==> src/hw/muscle_pkg.sv <==
`default_nettype none

package muscle_pkg;

    // default word layout, signed Q15.16
    localparam int DATA_W_DEF = 32;
    localparam int FRAC_W_DEF = 16;

    // wide enough for any product of two words up to 64 bits
    localparam int FX_WIDE_W = 128;
    typedef logic signed [FX_WIDE_W-1:0] fx_wide_t;

    //////////////////////
    // model coefficients
    // h(x) difference equation, Shadmehr active state
    localparam real H_B1 = 2.185;
    localparam real H_B2 = -2.176;
    localparam real H_A1 = -1.942;
    localparam real H_A2 = 0.943;

    // tension rate terms: Kse*Kpe/b, Kse, Kse/b*(1+Kpe/Kse), Kse/b
    localparam real K_LEN = 204.0;
    localparam real K_VEL = 136.0;
    localparam real K_TEN = 4.22;
    localparam real K_ACT = 2.72;

    // length breakpoints of the weight curve
    localparam real W_ACT_LO  = 0.5;
    localparam real W_ACT_MID = 1.0;
    localparam real W_ACT_HI  = 2.0;
    localparam real L_REST    = 1.0;

    //////////////////////
    // fixed point helpers
    // nearest fw-bit value, elaboration only
    function automatic fx_wide_t fx_const(real r, int fw);
        return fx_wide_t'(longint'(r * (2.0 ** fw)));
    endfunction

    // clamp to the signed dw-bit range
    function automatic fx_wide_t fx_sat(fx_wide_t v, int dw);
        fx_wide_t hi;
        fx_wide_t lo;
        hi = (fx_wide_t'(1) <<< (dw - 1)) - fx_wide_t'(1);
        lo = -hi - fx_wide_t'(1);
        if (v > hi) begin
            return hi;
        end
        if (v < lo) begin
            return lo;
        end
        return v;
    endfunction

    // exact product, floor by the fraction bits, then clamp
    function automatic fx_wide_t fx_mul(fx_wide_t a, fx_wide_t b, int dw, int fw);
        fx_wide_t p;
        p = a * b;
        return fx_sat(p >>> fw, dw);
    endfunction

    // saturating sum, subtract by passing a negated operand
    function automatic fx_wide_t fx_add(fx_wide_t a, fx_wide_t b, int dw);
        return fx_sat(a + b, dw);
    endfunction

endpackage

`default_nettype wire

==> src/hw/spike_activation.sv <==
`timescale 1ns/1ps
`default_nettype none

module spike_activation import muscle_pkg::*; #(
    parameter int DATA_W      = DATA_W_DEF,
    parameter int FRAC_W      = FRAC_W_DEF,
    parameter int SPIKE_SHIFT = 10
) (
    input  logic                     clk,
    input  logic                     reset,
    input  logic                     step_i,
    input  logic        [DATA_W-1:0] spike_cnt_i,
    output logic                     act_valid_o,
    output logic signed [DATA_W-1:0] act_o
);

    // recurrence coefficients, rounded once
    localparam fx_wide_t C_B1 = fx_const(H_B1, FRAC_W);
    localparam fx_wide_t C_B2 = fx_const(H_B2, FRAC_W);
    localparam fx_wide_t C_A1 = fx_const(H_A1, FRAC_W);
    localparam fx_wide_t C_A2 = fx_const(H_A2, FRAC_W);

    // two-deep histories, spikes and h
    logic signed [DATA_W-1:0] spk_d1;
    logic signed [DATA_W-1:0] spk_d2;
    logic signed [DATA_W-1:0] h_d1;
    logic signed [DATA_W-1:0] h_d2;

    // scaled spike count for this step
    logic signed [DATA_W-1:0] spk_scaled;

    // partial terms of the difference equation
    fx_wide_t t_b1;
    fx_wide_t t_b2;
    fx_wide_t t_a1;
    fx_wide_t t_a2;
    fx_wide_t sum_b;
    fx_wide_t sum_a;
    logic signed [DATA_W-1:0] h_next;

    //////////////////////
    // input scaling
    // count times 2^SPIKE_SHIFT taken directly as a raw fixed point word
    // large counts clamp at the positive limit
    assign spk_scaled = DATA_W'(fx_sat(fx_wide_t'(spike_cnt_i) <<< SPIKE_SHIFT, DATA_W));

    //////////////////////
    // h(x) recurrence
    // h = b1*s1 + b2*s2 - (a1*h1 + a2*h2)
    // the new sample only enters through s1 on the next step
    always_comb begin
        t_b1   = fx_mul(C_B1, fx_wide_t'(spk_d1), DATA_W, FRAC_W);
        t_b2   = fx_mul(C_B2, fx_wide_t'(spk_d2), DATA_W, FRAC_W);
        t_a1   = fx_mul(C_A1, fx_wide_t'(h_d1), DATA_W, FRAC_W);
        t_a2   = fx_mul(C_A2, fx_wide_t'(h_d2), DATA_W, FRAC_W);
        sum_b  = fx_add(t_b1, t_b2, DATA_W);
        sum_a  = fx_add(t_a1, t_a2, DATA_W);
        h_next = DATA_W'(fx_add(sum_b, -sum_a, DATA_W));
    end

    // histories advance on a step only, so idle clocks leave the state alone
    always_ff @(posedge clk or posedge reset) begin
        if (reset) begin
            spk_d1 <= '0;
            spk_d2 <= '0;
            h_d1   <= '0;
            h_d2   <= '0;
        end else if (step_i) begin
            spk_d1 <= spk_scaled;
            spk_d2 <= spk_d1;
            h_d1   <= h_next;
            h_d2   <= h_d1;
        end
    end

    // stage output, held between steps
    always_ff @(posedge clk or posedge reset) begin
        if (reset) begin
            act_valid_o <= 1'b0;
            act_o       <= '0;
        end else begin
            act_valid_o <= step_i;
            if (step_i) begin
                act_o <= h_next;
            end
        end
    end

    // a nonzero count stays positive after scaling, no wrap to zero or below
    a_scaled_positive: assert property (
        @(posedge clk) disable iff (reset)
        (step_i && spike_cnt_i != '0) |-> (spk_scaled > 0)
    );

endmodule

`default_nettype wire

==> config.mk <==
export PLATFORM = sky130hd
export DESIGN_NAME = spike_activation
export DESIGN_NICKNAME = d
export VERILOG_FILES = /design/src/hw/muscle_pkg.sv /design/src/hw/spike_activation.sv
export SDC_FILE = /design/constraint.sdc
export NUM_CORES = 2
export LEC_CHECK = 0
export ABC_AREA = 1
export BUFFER_PORTS_ARGS = -buffer_cell sky130_fd_sc_hd__buf_2
export CAP_MARGIN = 20
export CELL_PAD_IN_SITES_DETAIL_PLACEMENT = 1
export CELL_PAD_IN_SITES_GLOBAL_PLACEMENT = 1
export CORE_MARGIN = 4
export CORE_UTILIZATION = 53
export CTS_CLUSTER_SIZE = 24
export DETAILED_ROUTE_END_ITERATION = 6
export PLACE_DENSITY = 0.95
export SETUP_SLACK_MARGIN = 0.1
export SLEW_MARGIN = 20
export SYNTH_ARGS = -nofsm -noshare
export SYNTH_HDL_FRONTEND = slang
export SYNTH_SLANG_ARGS = --single-unit
==> constraint.sdc <==
create_clock -name clk -period 28.6 [get_ports clk]
set_input_delay 1.43 -clock clk [delete_from_list [all_inputs] [get_ports clk]]
set_output_delay 1.43 -clock clk [all_outputs]
set_load 0.005 [all_outputs]
==> impl_metrics.ini, run 1 <==
[run_status]
outcome = did not finish
failed_stage = 5_1_grt
error = [ERROR GRT-0232] Routing congestion too high. Check the congestion heatmap in the GUI.

[yosys]
synth.net_count = 12200
synthArstFlopShare_pct = 100
synth-seq-cells = 111
syn-mean-instance-area_um2 = 6.62
ys_warn_count = 0
postSynthCellCount = 10300
ys.flop_type = dfrtp_1
yosys.cell_types.count = 59
synth-edff-count = 0
ys_seq_area_share_pct = 4.07
syn_area_um2 = 68200

[die]
die_h_um = 367
start_util_pct = 53.4
ios = 68
fp.dieW_um = 367
num_rows = 131

[clock_tree]
h-tree-depth = 3
numCtsBuffers = 9
hold_buffers = 0
ctsResizeCount = 0
clockBufferDepth = 2
post-cts-setup-buffer-count = 0
cts_root_buf = clkbuf_16
cts.sinks = 111

[placement]
place_congestion = 1.10
port-buffer-count = 67
place_ws_ns = 9.62
dp_hpwl_um = 301000

[global_route]
grt.total_usage_pct = 65.6
overflow = 26
antenna_found_initial = 59
grt_max_degree = 97
[stage by stage]
| stage | instances | cell area [um2] |
|---|---|---|
| floorplan | 10300 | 68200 |
| global placement | 11900 | 70300 |
| detailed placement | 11900 | 70400 |
| CTS | 12000 | 70600 |
[cell usage after synthesis (46+ instances only)]
cell type  number  area (um2)
fa_1          856       17100
o21ai_0       495        2480
clkbuf_1       92         345
nor2_1        798        3000
xor2_1        145        1270
nor3_1         59         295
nand2_1      2538        9530
dfrtp_1       111        2780
a21oi_1       482        2410
nand3_1       325        1630
inv_1        2723       10200
xnor2_1        80         701
inv_2          46         173
nand4_1       104         651
ha_1          985       12300
[routing by layer]
layer / GRT usage, % / overflow
met1: 67.1 / 0
met2: 83.5 / 15
met3: 47.0 / 4
met4: 61.7 / 7
met5: 29.7 / 0
[kinds of logic after synthesis]
family	after synthesis	synth area share, %
multiplexers	2	0.0294
buffers and inverters	2898	16.0
adder cells (fa/ha/maj)	1841	43.2
flip-flops	111	4.07
AO/OA/AOI/OAI	1172	9.27
XOR/XNOR	226	2.91
AND/OR/NAND/NOR	4050	24.5
==> inputs of run 2 (changes only) <==
CELL_PAD_IN_SITES_DETAIL_PLACEMENT = not set   (was 1)
CELL_PAD_IN_SITES_GLOBAL_PLACEMENT = not set   (was 1)
CORE_UTILIZATION = 40   (was 53)
CTS_CLUSTER_SIZE = not set   (was 24)
PLACE_DENSITY = not set   (was 0.95)
PLACE_DENSITY_LB_ADDON = 0.15   (was not set)
SETUP_SLACK_MARGIN = not set   (was 0.1)
==> run 2 against run 1 <==
Effect of this change:
- the flow now finishes without violations
- area after synthesis unchanged
- synthesized cell count unchanged
==> impl_metrics.ini, run 2 <==
[clock_tree]
cts.sinks = 111
post-cts-setup-buffer-count = 0
path_clk_slew_ns = 0.12
cts_root_buf = clkbuf_16
clk-insertion-delay-late_ns = 0.48
ctsResizeCount = 0
numCtsBuffers = 9
h-tree-depth = 3
hold_buffers = 0
clockBufferDepth = 2
cts_tree = done

[run_status]
outcome = finished, final reports clean

[sta]
fin_crit_sh_pct = 70.0
drv_slew = 0
worst_pin_slew_ns = 1.17
hold_viol = 0
setup_viol = 0
fmax_mhz = 50.0
tns_ns = 0
maxSlewHeadroom_pct = 21.5
finalCriticalPeriod_ns = 20.02
rsz0062_at_grt = false
skew_ns = 0.0407

[yosys]
postSynthCellCount = 10300
syn_area_um2 = 68200
synth-seq-cells = 111
yosys-top-cells-count = 2723 x inv_1, 2538 x nand2_1, 985 x ha_1
yosys.cell_types.count = 59
synth_area_leaders = fa_1 25%, ha_1 18%, inv_1 15%, nand2_1 14%, nor2_1 4.4%
synthArstFlopShare_pct = 100
synth_top_area_cell = fa_1
yosysMostFrequentCell = inv_1
synth-edff-count = 0
synth.net_count = 12200
syn-mean-instance-area_um2 = 6.62
synth_top_area_share_pct = 25.1
ys.flop_type = dfrtp_1
ys_warn_count = 0
ys_seq_area_share_pct = 4.07

[critical_path]
cp.required_ns = 28.98
critPathMaxFanout = 31
end_kind = register
worst-setup-path-type = reg -> reg
critical_path.slowest_cell = dfrtp_1
start_kind = register
timing.rr.start = spk_d2[9]$_DFFE_PP0P_
cp_slowest_stage_delay_ns = 0.96
crit_top_cell = nand2_1
worstPathArrival_ns = 20.40
critPathLaunch = spk_d2[9]$_DFFE_PP0P_

[die]
dieArea_um2 = 177000
start_util_pct = 40.2
die_h_um = 421
coreArea_um2 = 169000
num_rows = 151
fp.dieW_um = 421
ios = 68

[layout]
mostFrequentLayoutCells = 2721 x inv_1, 2537 x nand2_1, 984 x ha_1, 856 x fa_1, 798 x nor2_1
final_common_cell = inv_1
area_delta_synth_final_pct = 4.77
reg.largest.list = act_o x32, h_d2 x32
nets = 12200
final_layout_size_suffix_gt1_share_pct = 3.04

[min_path]
holdCritPathClass = reg -> reg
worst_hold_startpoint = act_o[14]$_DFFE_PP0P_

[placement]
port-buffer-count = 67
dp_hpwl_um = 246000
place_congestion = 1.08

[route]
drt_iter0_markers = 5291
detail_route.wirelength_um = 275000
drc = 0
wire_per_inst_um = 21.9
firstDrtPassIters = 6
ant_nets = 0
vias_per_cell = 5.14
route.vias.total = 64400

[global_route]
grt_pass1_wl_um = 414000
overflow = 0
grt_max_degree = 92
antenna_found_initial = 6
first_global_vias = 65700
grt.total_usage_pct = 30.8

[job]
maxCapViolations = 0
==> run 2: cell counts after synthesis <==
No cell type changed its count.
==> run 2: path summary, 6_finish.rpt <==
path                                    endpoint  cells past startpoint  slack (ns)
min in group asynchronous  act_valid_o$_DFF_PP0_                      2        1.06
max                        act_o[25]$_DFFE_PP0P_                     71        8.58
min                        act_o[14]$_DFFE_PP0P_                      2        0.54
max reg2reg                act_o[25]$_DFFE_PP0P_                     71        8.58
max in group asynchronous   h_d2[12]$_DFFE_PP0P_                      3       25.97
min reg2reg                act_o[14]$_DFFE_PP0P_                      2        0.54
==> run 2: final cells by class <==
type | count | area (um2)
Timing Repair Buffer | 108 | 646
Inverter | 2781 | 10400
Clock inverter | 6 | 60.1
Antenna cell | 2 | 5.00
Multi-Input combinational cell | 7291 | 54500
Tap cell | 2218 | 2780
Sequential cell | 111 | 2780
Fill cell | 18400 | 98000
Clock buffer | 10 | 229
==> run 2: metrics by stage <==
stage / hold WS (ns) / util (%) / instance area [um2] / setup slack (ns) / std cells
2_1_floorplan: 0.541 / - / 68200 / 14.39 / 10300
3_3_place_gp: 0.507 / 42.0 / 71200 / 8.66 / 12500
3_5_place_dp: 0.513 / 42.0 / 71200 / 8.82 / 12500
4_1_cts: 0.543 / 42.2 / 71400 / 8.71 / 12500
5_1_grt: 0.582 / 42.2 / 71400 / 7.38 / 12500
6_report: 0.544 / 42.2 / 71400 / 8.58 / 12500
==> run 2: worst max-delay path, delay by kind of cell, from the launching register on <==
kind                       cells  cell delay (ns)
adders and majority gates     13             5.78
xor gates and xnor gates       1             0.41
AOI/OAI and AO/OA             11             2.82
DFF                            1             0.96
and+or+nand+nor               31             7.05
buffers and inverters         15             2.86
==> run 2: routing by layer <==
layer | vias to the layer above | part of all wire, % | track usage [%]
met4 | 0 | 4.9 | 12.6
li1 | 31200 | - | -
met1 | 31100 | 45 | 41.1
met3 | 361 | 4.3 | 2.53
met2 | 1680 | 46 | 51.5
met5 | - | 0 | 0
==> run 2: logic make-up after synthesis <==
group | Yosys count | synth area share (%)
compound gates | 1172 | 9.27
xor+xnor | 226 | 2.91
fa+ha+maj | 1841 | 43.2
buf+inv | 2898 | 16.0
flops | 111 | 4.07
mux | 2 | 0.0294
simple gates | 4050 | 24.5
Power of run 2 is left out: the tool's default activity adds up to more than one toggle a clock period on the data nets, which glitch-free logic cannot reach.
