--- src/hw/muscle_pkg.sv ---
`default_nettype none

package muscle_pkg;

    // default word layout, signed Q15.16
    localparam int DATA_W_DEF = 32;
    localparam int FRAC_W_DEF = 16;

    // wide enough for any product of two words up to 64 bits
    localparam int FX_WIDE_W = 128;
    typedef logic signed [FX_WIDE_W-1:0] fx_wide_t;

    //////////////////////
    // model coefficients
    // h(x) difference equation, Shadmehr active state
    localparam real H_B1 = 2.185;
    localparam real H_B2 = -2.176;
    localparam real H_A1 = -1.942;
    localparam real H_A2 = 0.943;

    // tension rate terms: Kse*Kpe/b, Kse, Kse/b*(1+Kpe/Kse), Kse/b
    localparam real K_LEN = 204.0;
    localparam real K_VEL = 136.0;
    localparam real K_TEN = 4.22;
    localparam real K_ACT = 2.72;

    // length breakpoints of the weight curve
    localparam real W_ACT_LO  = 0.5;
    localparam real W_ACT_MID = 1.0;
    localparam real W_ACT_HI  = 2.0;
    localparam real L_REST    = 1.0;

    //////////////////////
    // fixed point helpers
    // nearest fw-bit value, elaboration only
    function automatic fx_wide_t fx_const(real r, int fw);
        return fx_wide_t'(longint'(r * (2.0 ** fw)));
    endfunction

    // clamp to the signed dw-bit range
    function automatic fx_wide_t fx_sat(fx_wide_t v, int dw);
        fx_wide_t hi;
        fx_wide_t lo;
        hi = (fx_wide_t'(1) <<< (dw - 1)) - fx_wide_t'(1);
        lo = -hi - fx_wide_t'(1);
        if (v > hi) begin
            return hi;
        end
        if (v < lo) begin
            return lo;
        end
        return v;
    endfunction

    // exact product, floor by the fraction bits, then clamp
    function automatic fx_wide_t fx_mul(fx_wide_t a, fx_wide_t b, int dw, int fw);
        fx_wide_t p;
        p = a * b;
        return fx_sat(p >>> fw, dw);
    endfunction

    // saturating sum, subtract by passing a negated operand
    function automatic fx_wide_t fx_add(fx_wide_t a, fx_wide_t b, int dw);
        return fx_sat(a + b, dw);
    endfunction

endpackage

`default_nettype wire

--- src/hw/tension_integrator.sv ---
`timescale 1ns/1ps
`default_nettype none

module tension_integrator import muscle_pkg::*; #(
    parameter int DATA_W   = DATA_W_DEF,
    parameter int FRAC_W   = FRAC_W_DEF,
    parameter int DT_SHIFT = 10
) (
    input  logic                     clk,
    input  logic                     reset,
    input  logic                     drive_valid_i,
    input  logic signed [DATA_W-1:0] drive_i,
    input  logic signed [DATA_W-1:0] length_i,
    input  logic signed [DATA_W-1:0] velocity_i,
    output logic                     force_valid_o,
    output logic signed [DATA_W-1:0] force_o
);

    // rate coefficients in the word's fraction
    localparam fx_wide_t C_LEN  = fx_const(K_LEN, FRAC_W);
    localparam fx_wide_t C_VEL  = fx_const(K_VEL, FRAC_W);
    localparam fx_wide_t C_TEN  = fx_const(K_TEN, FRAC_W);
    localparam fx_wide_t C_ACT  = fx_const(K_ACT, FRAC_W);
    localparam fx_wide_t C_REST = fx_const(L_REST, FRAC_W);

    // current tension, also the output word
    logic signed [DATA_W-1:0] tension;

    // rate terms
    fx_wide_t stretch;
    fx_wide_t t_len;
    fx_wide_t t_vel;
    fx_wide_t t_ten;
    fx_wide_t t_act;
    fx_wide_t part_lv;
    fx_wide_t part_lvt;
    fx_wide_t rate;
    fx_wide_t rate_dt;
    logic signed [DATA_W-1:0] tension_next;

    //////////////////////
    // tension rate
    // dT = 204*(x - 1) + 136*v - 4.22*T + 2.72*A
    // summed left to right, each step clamped
    always_comb begin
        stretch  = fx_add(fx_wide_t'(length_i), -C_REST, DATA_W);
        t_len    = fx_mul(C_LEN, stretch, DATA_W, FRAC_W);
        t_vel    = fx_mul(C_VEL, fx_wide_t'(velocity_i), DATA_W, FRAC_W);
        part_lv  = fx_add(t_len, t_vel, DATA_W);
        t_ten    = fx_mul(C_TEN, fx_wide_t'(tension), DATA_W, FRAC_W);
        part_lvt = fx_add(part_lv, -t_ten, DATA_W);
        t_act    = fx_mul(C_ACT, fx_wide_t'(drive_i), DATA_W, FRAC_W);
        rate     = fx_add(part_lvt, t_act, DATA_W);
    end

    //////////////////////
    // euler step
    // dt = 2^-DT_SHIFT, arithmetic shift floors negative rates
    always_comb begin
        rate_dt      = rate >>> DT_SHIFT;
        tension_next = DATA_W'(fx_add(fx_wide_t'(tension), rate_dt, DATA_W));
    end

    always_ff @(posedge clk or posedge reset) begin
        if (reset) begin
            tension       <= '0;
            force_valid_o <= 1'b0;
        end else begin
            force_valid_o <= drive_valid_i;
            // T only moves on a drive strobe
            if (drive_valid_i) begin
                tension <= tension_next;
            end
        end
    end

    // holds the post-update T between strobes
    assign force_o = tension;

    // T moves in the direction of the rate, so the update never wraps sign
    a_step_no_wrap: assert property (
        @(posedge clk) disable iff (reset)
        drive_valid_i |->
            ((rate_dt >= 0) ? (tension_next >= tension) : (tension_next <= tension))
    );

endmodule

`default_nettype wire

--- config.mk ---
export PLATFORM = sky130hd
export DESIGN_NAME = tension_integrator
export DESIGN_NICKNAME = d
export VERILOG_FILES = /design/src/hw/muscle_pkg.sv /design/src/hw/tension_integrator.sv
export SDC_FILE = /design/constraint.sdc
export NUM_CORES = 2
export LEC_CHECK = 0
export BUFFER_PORTS_ARGS = -buffer_cell sky130_fd_sc_hd__buf_2
export CAP_MARGIN = 20
export CORE_ASPECT_RATIO = 1.75
export CORE_MARGIN = 4
export CORE_UTILIZATION = 55
export CTS_BUF_LIST = sky130_fd_sc_hd__clkbuf_16
export CTS_CLUSTER_DIAMETER = 50
export DETAILED_ROUTE_END_ITERATION = 7
export HOLD_SLACK_MARGIN = 0.05
export PLACE_DENSITY = 0.77
export SLEW_MARGIN = 0
export SYNTH_ARGS = -nofsm -noshare
export SYNTH_HDL_FRONTEND = slang
export SYNTH_SLANG_ARGS = --single-unit
--- constraint.sdc ---
create_clock -name clk -period 74.2 [get_ports clk]
set_clock_uncertainty 0.15 [all_clocks]
set_input_delay 14.84 -clock clk [delete_from_list [all_inputs] [get_ports clk]]
set_output_delay 14.84 -clock clk [all_outputs]
set_load 0.005 [all_outputs]
# Word level (Yosys, flattened, before mapping)
# Cells that the tools add are included.
dict set report op_classes {
  addsub 6
  n_mul 4
  magnitude_cmp 18
  n_mux 63
}
# op count
set ops {}
lappend ops {{$mux 128} 32}
lappend ops {{$add 128x128->128} 3}
lappend ops {{$gt 128x32->1 const B} 3}
lappend ops {{$lt 128x32->1 const B} 3}
lappend ops {{$mul 7x128->110 const A} 1}
lappend ops {{$mux 32} 4}
lappend ops {{$neg 128->128} 1}
lappend ops {{$add 32x118->119} 1}
lappend ops {{$gt 119x32->1 const B} 1}
lappend ops {{$lt 119x32->1 const B} 1}
lappend ops {{$gt 112x32->1 const B} 1}
lappend ops {{$lt 112x32->1 const B} 1}
lappend ops {{$mul 19x32->51 const A} 1}
lappend ops {{$mul 18x32->50 const A} 1}
lappend ops {{$gt 41x32->1 const B} 1}
lappend ops {{$lt 41x32->1 const B} 1}
lappend ops {{$mul 6x32->38 const A} 1}
lappend ops {{$gt 36x32->1 const B} 1}
lappend ops {{$lt 36x32->1 const B} 1}
lappend ops {{$gt 35x32->1 const B} 1}
lappend ops {{$lt 35x32->1 const B} 1}
lappend ops {{$add 32x17->33 const B} 1}
lappend ops {{$gt 33x32->1 const B} 1}
lappend ops {{$lt 33x32->1 const B} 1}
lappend ops {{$mux 1} 27}
dict set report word_totals {
  regBits 33
  inputBits 99
  wordCells 93
}

# Logic depth before layout (Yosys ltp)
dict set report logic_depth {
  ltp_word 36
  mapped_depth 138
  mapped_depth_nobuf 126
}

# Worst setup path after synthesis
# OpenSTA, ideal clock, no wires.
dict set report synth_path {
  path_type {input to register}
  startpoint {input length_i[21]}
  endpoint {register tension[0] (netlist: force_o[0])}
  arrival_ns 44.167
  required_ns 73.977
  slack_ns 29.810
  path_stages 128
  path_buffers 16
  path_cell_list {or3_1 -> nor3_1 -> nand3b_1 -> nor3_1 -> nand2b_1 -> nor3_1 -> nand2_1 -> o21ai_0 -> and2_1 -> clkbuf_1 -> clkbuf_1 -> buf_1 -> nor2_1 -> ha_1 -> ha_1 -> a21o_1 -> ha_1 -> inv_1 -> [92 not listed] -> a211oi_1 -> o211ai_1 -> a2111oi_0 -> nor2_1 -> o211a_1 -> o211ai_1 -> nand2_1 -> a21boi_0 -> xor2_1 -> or4_1 -> or4b_1 -> nor4_2 -> nand4_1 -> or4_4 -> o41ai_4 -> buf_6 -> nand2_2 -> a21oi_2}
}
dict set report synth_via {
  elab_chain_cells 36
  elab_cells_between_ends 54
}
# item line_no
set synth_lines {}
lappend synth_lines {{from (decl)} tension_integrator.sv:13} ;# input logic signed [DATA_W-1:0] length_i,
lappend synth_lines {{$add 32x17->33 *} muscle_pkg.sv:64} ;# return fx_sat(a + b, dw);
lappend synth_lines {{$lt 33x32->1} muscle_pkg.sv:49} ;# if (v < lo) begin
lappend synth_lines {{$mux 1 (2 in series)} muscle_pkg.sv:49}
lappend synth_lines {{$mux 128} muscle_pkg.sv:52} ;# return v;
lappend synth_lines {{$mux 128 *} muscle_pkg.sv:49}
lappend synth_lines {{$mul 7x128->110 *} muscle_pkg.sv:58} ;# p = a * b;
lappend synth_lines {{$lt 112x32->1} muscle_pkg.sv:49}
lappend synth_lines {{$mux 1 (2 in series)} muscle_pkg.sv:49}
lappend synth_lines {{[16 not listed]} --}
lappend synth_lines {{$mux 1 (2 in series)} muscle_pkg.sv:49}
lappend synth_lines {{$mux 128} muscle_pkg.sv:52}
lappend synth_lines {{$mux 128 *} muscle_pkg.sv:49}
lappend synth_lines {{$add 32x118->119 *} muscle_pkg.sv:64}
lappend synth_lines {{$lt 119x32->1} muscle_pkg.sv:49}
lappend synth_lines {{$mux 1 (2 in series)} muscle_pkg.sv:49}
lappend synth_lines {{$mux 32} muscle_pkg.sv:52}
lappend synth_lines {{$mux 32 *} muscle_pkg.sv:49}
lappend synth_lines {{to (signal assigned)} tension_integrator.sv:72} ;# tension <= tension_next;
lappend synth_lines {{to (decl)} tension_integrator.sv:27} ;# logic signed [DATA_W-1:0] tension;
# Every way passes the cells marked *; elsewhere a longest branch is shown, timed or not. The select of a mux whose other input is x is not followed.
# A chain may end at the register's enable or synchronous reset.

# Final worst setup path
dict set report layout_path {
  startpoint {input length_i[21]}
  endpoint {register tension[7] (netlist: force_o[7])}
}
# The elaborated chain is that of the path after synthesis.

==> impl_metrics.csv <==
group,metric,value,unit
status,status,"completed",
clocking,htree_levels,2,
worst_setup_path,end_kind,"flop",
drt,wl_per_cell,23.8,um
place,port_buffers,131,
floorplan,die_w,267,um
cells_and_area,syn2layout_area_growth,2.55,%
sta,post-route-min-period,53.22,ns
drt,drc,0,
global_routing,grt_max_degree,100,
sta,finalCritPeriodShare,0.717,
cells_and_area,drive_gt1_frac,0.0397,
sta,setup-tns-final,0,ns
yosys,synth_top_cell_area_share,0.218,
global_routing,first_global_vias,69616,
yosys,ys_warn_count,0,
yosys,syn-cell-area,64600,um^2
cells_and_area,final_cell_mix,"ha_1, a21oi_1, inv_1, nor2_1, nand2_1",
sta,hold_viol_final,0,
run,drv_cap,0,
drt,vias,69111,
floorplan,die-area,123000,um^2
floorplan,initial_utilization,0.553,
clocking,clock_path_buffers,2,
sta,hold-worst-slack,0.624,ns
worst_setup_path,path_class,"in2reg",
floorplan,die_h,461,um
cells_and_area,nNetsFinal,10544,
clocking,cts_tree,"done",
drt,drt_iter0_drc,5535,
clocking,cts_made_buffers,5,
cells_and_area,stdcell_area,66300,um^2
yosys,synth-xor-area-share,0.0804,
place,place.gp.congestion,1.06,
yosys,syn_avg_cell_area,7.06,um^2
yosys,synth.area.mux_share,0.00271,
cells_and_area,fillers,11502,
yosys,yosys.area_share.adder,0.336,
clocking,clock_latency,0.27,ns
worst_setup_path,worstSetupStartpointType,"input port",
drt,ant_nets,0,
drt,wl,248000,um
global_routing,antenna_found_initial,3,
sta,fmax,18.8,MHz
clocking,clkTransAtPathRegs,0.05,ns
clocking,cts_setup_buffers,0,
floorplan,core-area,117000,um^2
yosys,synth_simple_gate_area_frac,0.205,
yosys,synthTopCellsByArea,"ha_1, fa_1, a21oi_1",
yosys,yosysUniqueCellTypes,100,
global_routing,grt_usage,0.390,
place,post_dp_cell_area,66100,um^2
yosys,synth_compound_area_frac,0.284,
drt,via_per_inst,6.61,
sta,slew_headroom,0.151,
sta,worstMarginPinSlew,1.26,ns
floorplan,io_pins,132,
worst_setup_path,crit_top_cell,"nand4_1",
sta,setup_viol,0,
cells_and_area,final_util,0.567,
worst_hold_path,min_path_type,"reg2reg",
place,detailed_place_hpwl,212000,um
yosys,synth-async-reset-ratio,1.00,
sta,rsz0062_at_grt,"no",
clocking,clockRootBuffer,"clkbuf_16",
sta,maxSlewViolCount,0,
yosys,syn_nets,10763,
global_routing,grt_pass1_wl,382000,um
worst_setup_path,crit_arrival,53.26,ns
clocking,ctsHoldBuffers,0,
yosys,synthFlopType,"dfrtp_1",
clocking,cts_sinks,33,
cells_and_area,final_common_cell,"ha_1",
worst_setup_path,crit_fanout,57,
clocking,cts_resized,0,
yosys,synth_seq_cells,33,
yosys,synth_seq_area_share,0.0128,
floorplan,rows,166,
global_routing,grt_overflow_total,0,
worst_setup_path,critPathMaxStageDelay,0.99,ns
worst_setup_path,crit_slowest_cell,"a2111oi_1",
yosys,synth_top_family_by_area,"adder cells",
drt,drtPass1Iterations,7,
worst_setup_path,crit_required,74.24,ns
yosys,synth_top_area_cell,"ha_1",
yosys,synth_edf_count,0,
yosys,syn-instance-count,9156,
cell type report:
cell class	instances	area, um^2	area share
multi-input combinational	7775	58800	0.887
inverter	926	3480	0.0524
tap	1512	1890	0.0285
timing repair buffer	196	1140	0.0173
sequential	33	830	0.0125
clock buffer	5	125	0.00189
clock inverter	3	11.3	0.000170
antenna	1	2.50	0.0000378
flip-flops by register name, indices dropped and copies added (netlist names):
| name | cells |
|---|---|
| force_o | 32 |
| force_valid_o | 1 |
routing by layer:
layer,GRT usage,part of all wire,up-vias
met4,0.315,0.10,2
met3,0.0394,0.053,1170
met2,0.706,0.49,2967
met1,0.406,0.35,32604
li1,-,-,32368
met5,0,0.000044,-
path summary, 6_finish.rpt:
path	from	to	slack [ns]	cells past startpoint
setup / recovery	length_i[21]	force_o[7]$_DFFE_PP0P_	20.98	125
hold / removal	force_o[23]$_DFFE_PP0P_	force_o[23]$_DFFE_PP0P_	0.62	3
setup reg to reg	force_o[1]$_DFFE_PP0P_	force_o[7]$_DFFE_PP0P_	44.05	88
hold reg to reg	force_o[23]$_DFFE_PP0P_	force_o[23]$_DFFE_PP0P_	0.62	3
max in group asynchronous	reset	force_o[31]$_DFFE_PP0P_	58.87	3
min in group asynchronous	reset	force_valid_o$_DFF_PP0_	14.38	2
worst max-delay path: cells and delay by family:
kind	cells	cell delay, ns
XOR/XNOR	5	1.24
adder cells (fa/ha/maj)	14	6.15
AO/OA/AOI/OAI	37	11.52
AND/OR/NAND/NOR	55	15.22
buffers and inverters	14	3.99
synthesized netlist by cell type (33+ instances only):
master,instances
ha_1,1127
a21oi_1,979
inv_1,920
nor2_1,853
nand2_1,681
o21ai_0,577
clkbuf_1,385
fa_1,381
a21o_1,356
xnor2_1,326
nand4_1,290
xor2_1,267
nor3_1,164
o21a_1,153
nand3_1,146
o21bai_1,135
nor4_1,88
a211oi_1,83
a31oi_1,83
nor2b_1,69
nand2b_1,62
o22ai_1,62
o211ai_1,61
and2_1,58
and3_1,56
o31ai_1,55
a22oi_1,49
and4_1,47
or3_1,44
a21boi_0,41
or4_1,37
dfrtp_1,33
kinds of logic (layout without fill, tap and decap cells):
group,Yosys count,count (layout)
AOI/OAI and AO/OA,2922,2922
and+or+nand+nor,2735,2735
adders and majority gates,1508,1508
buffers and inverters,1348,1130
xor gates and xnor gates,593,593
DFF,33,33
muxes,17,17
other,0,1
stage by stage:
step	cells	setup WS (ns)
after global placement	10436	20.74
final	10451	20.98
after global routing	10450	18.75
after detailed placement	10438	21.25
after floorplan	9156	29.81
after CTS	10446	21.40
Power is left out: the tool's default activity adds up to more than one toggle a clock period on the data nets, which glitch-free logic cannot reach.
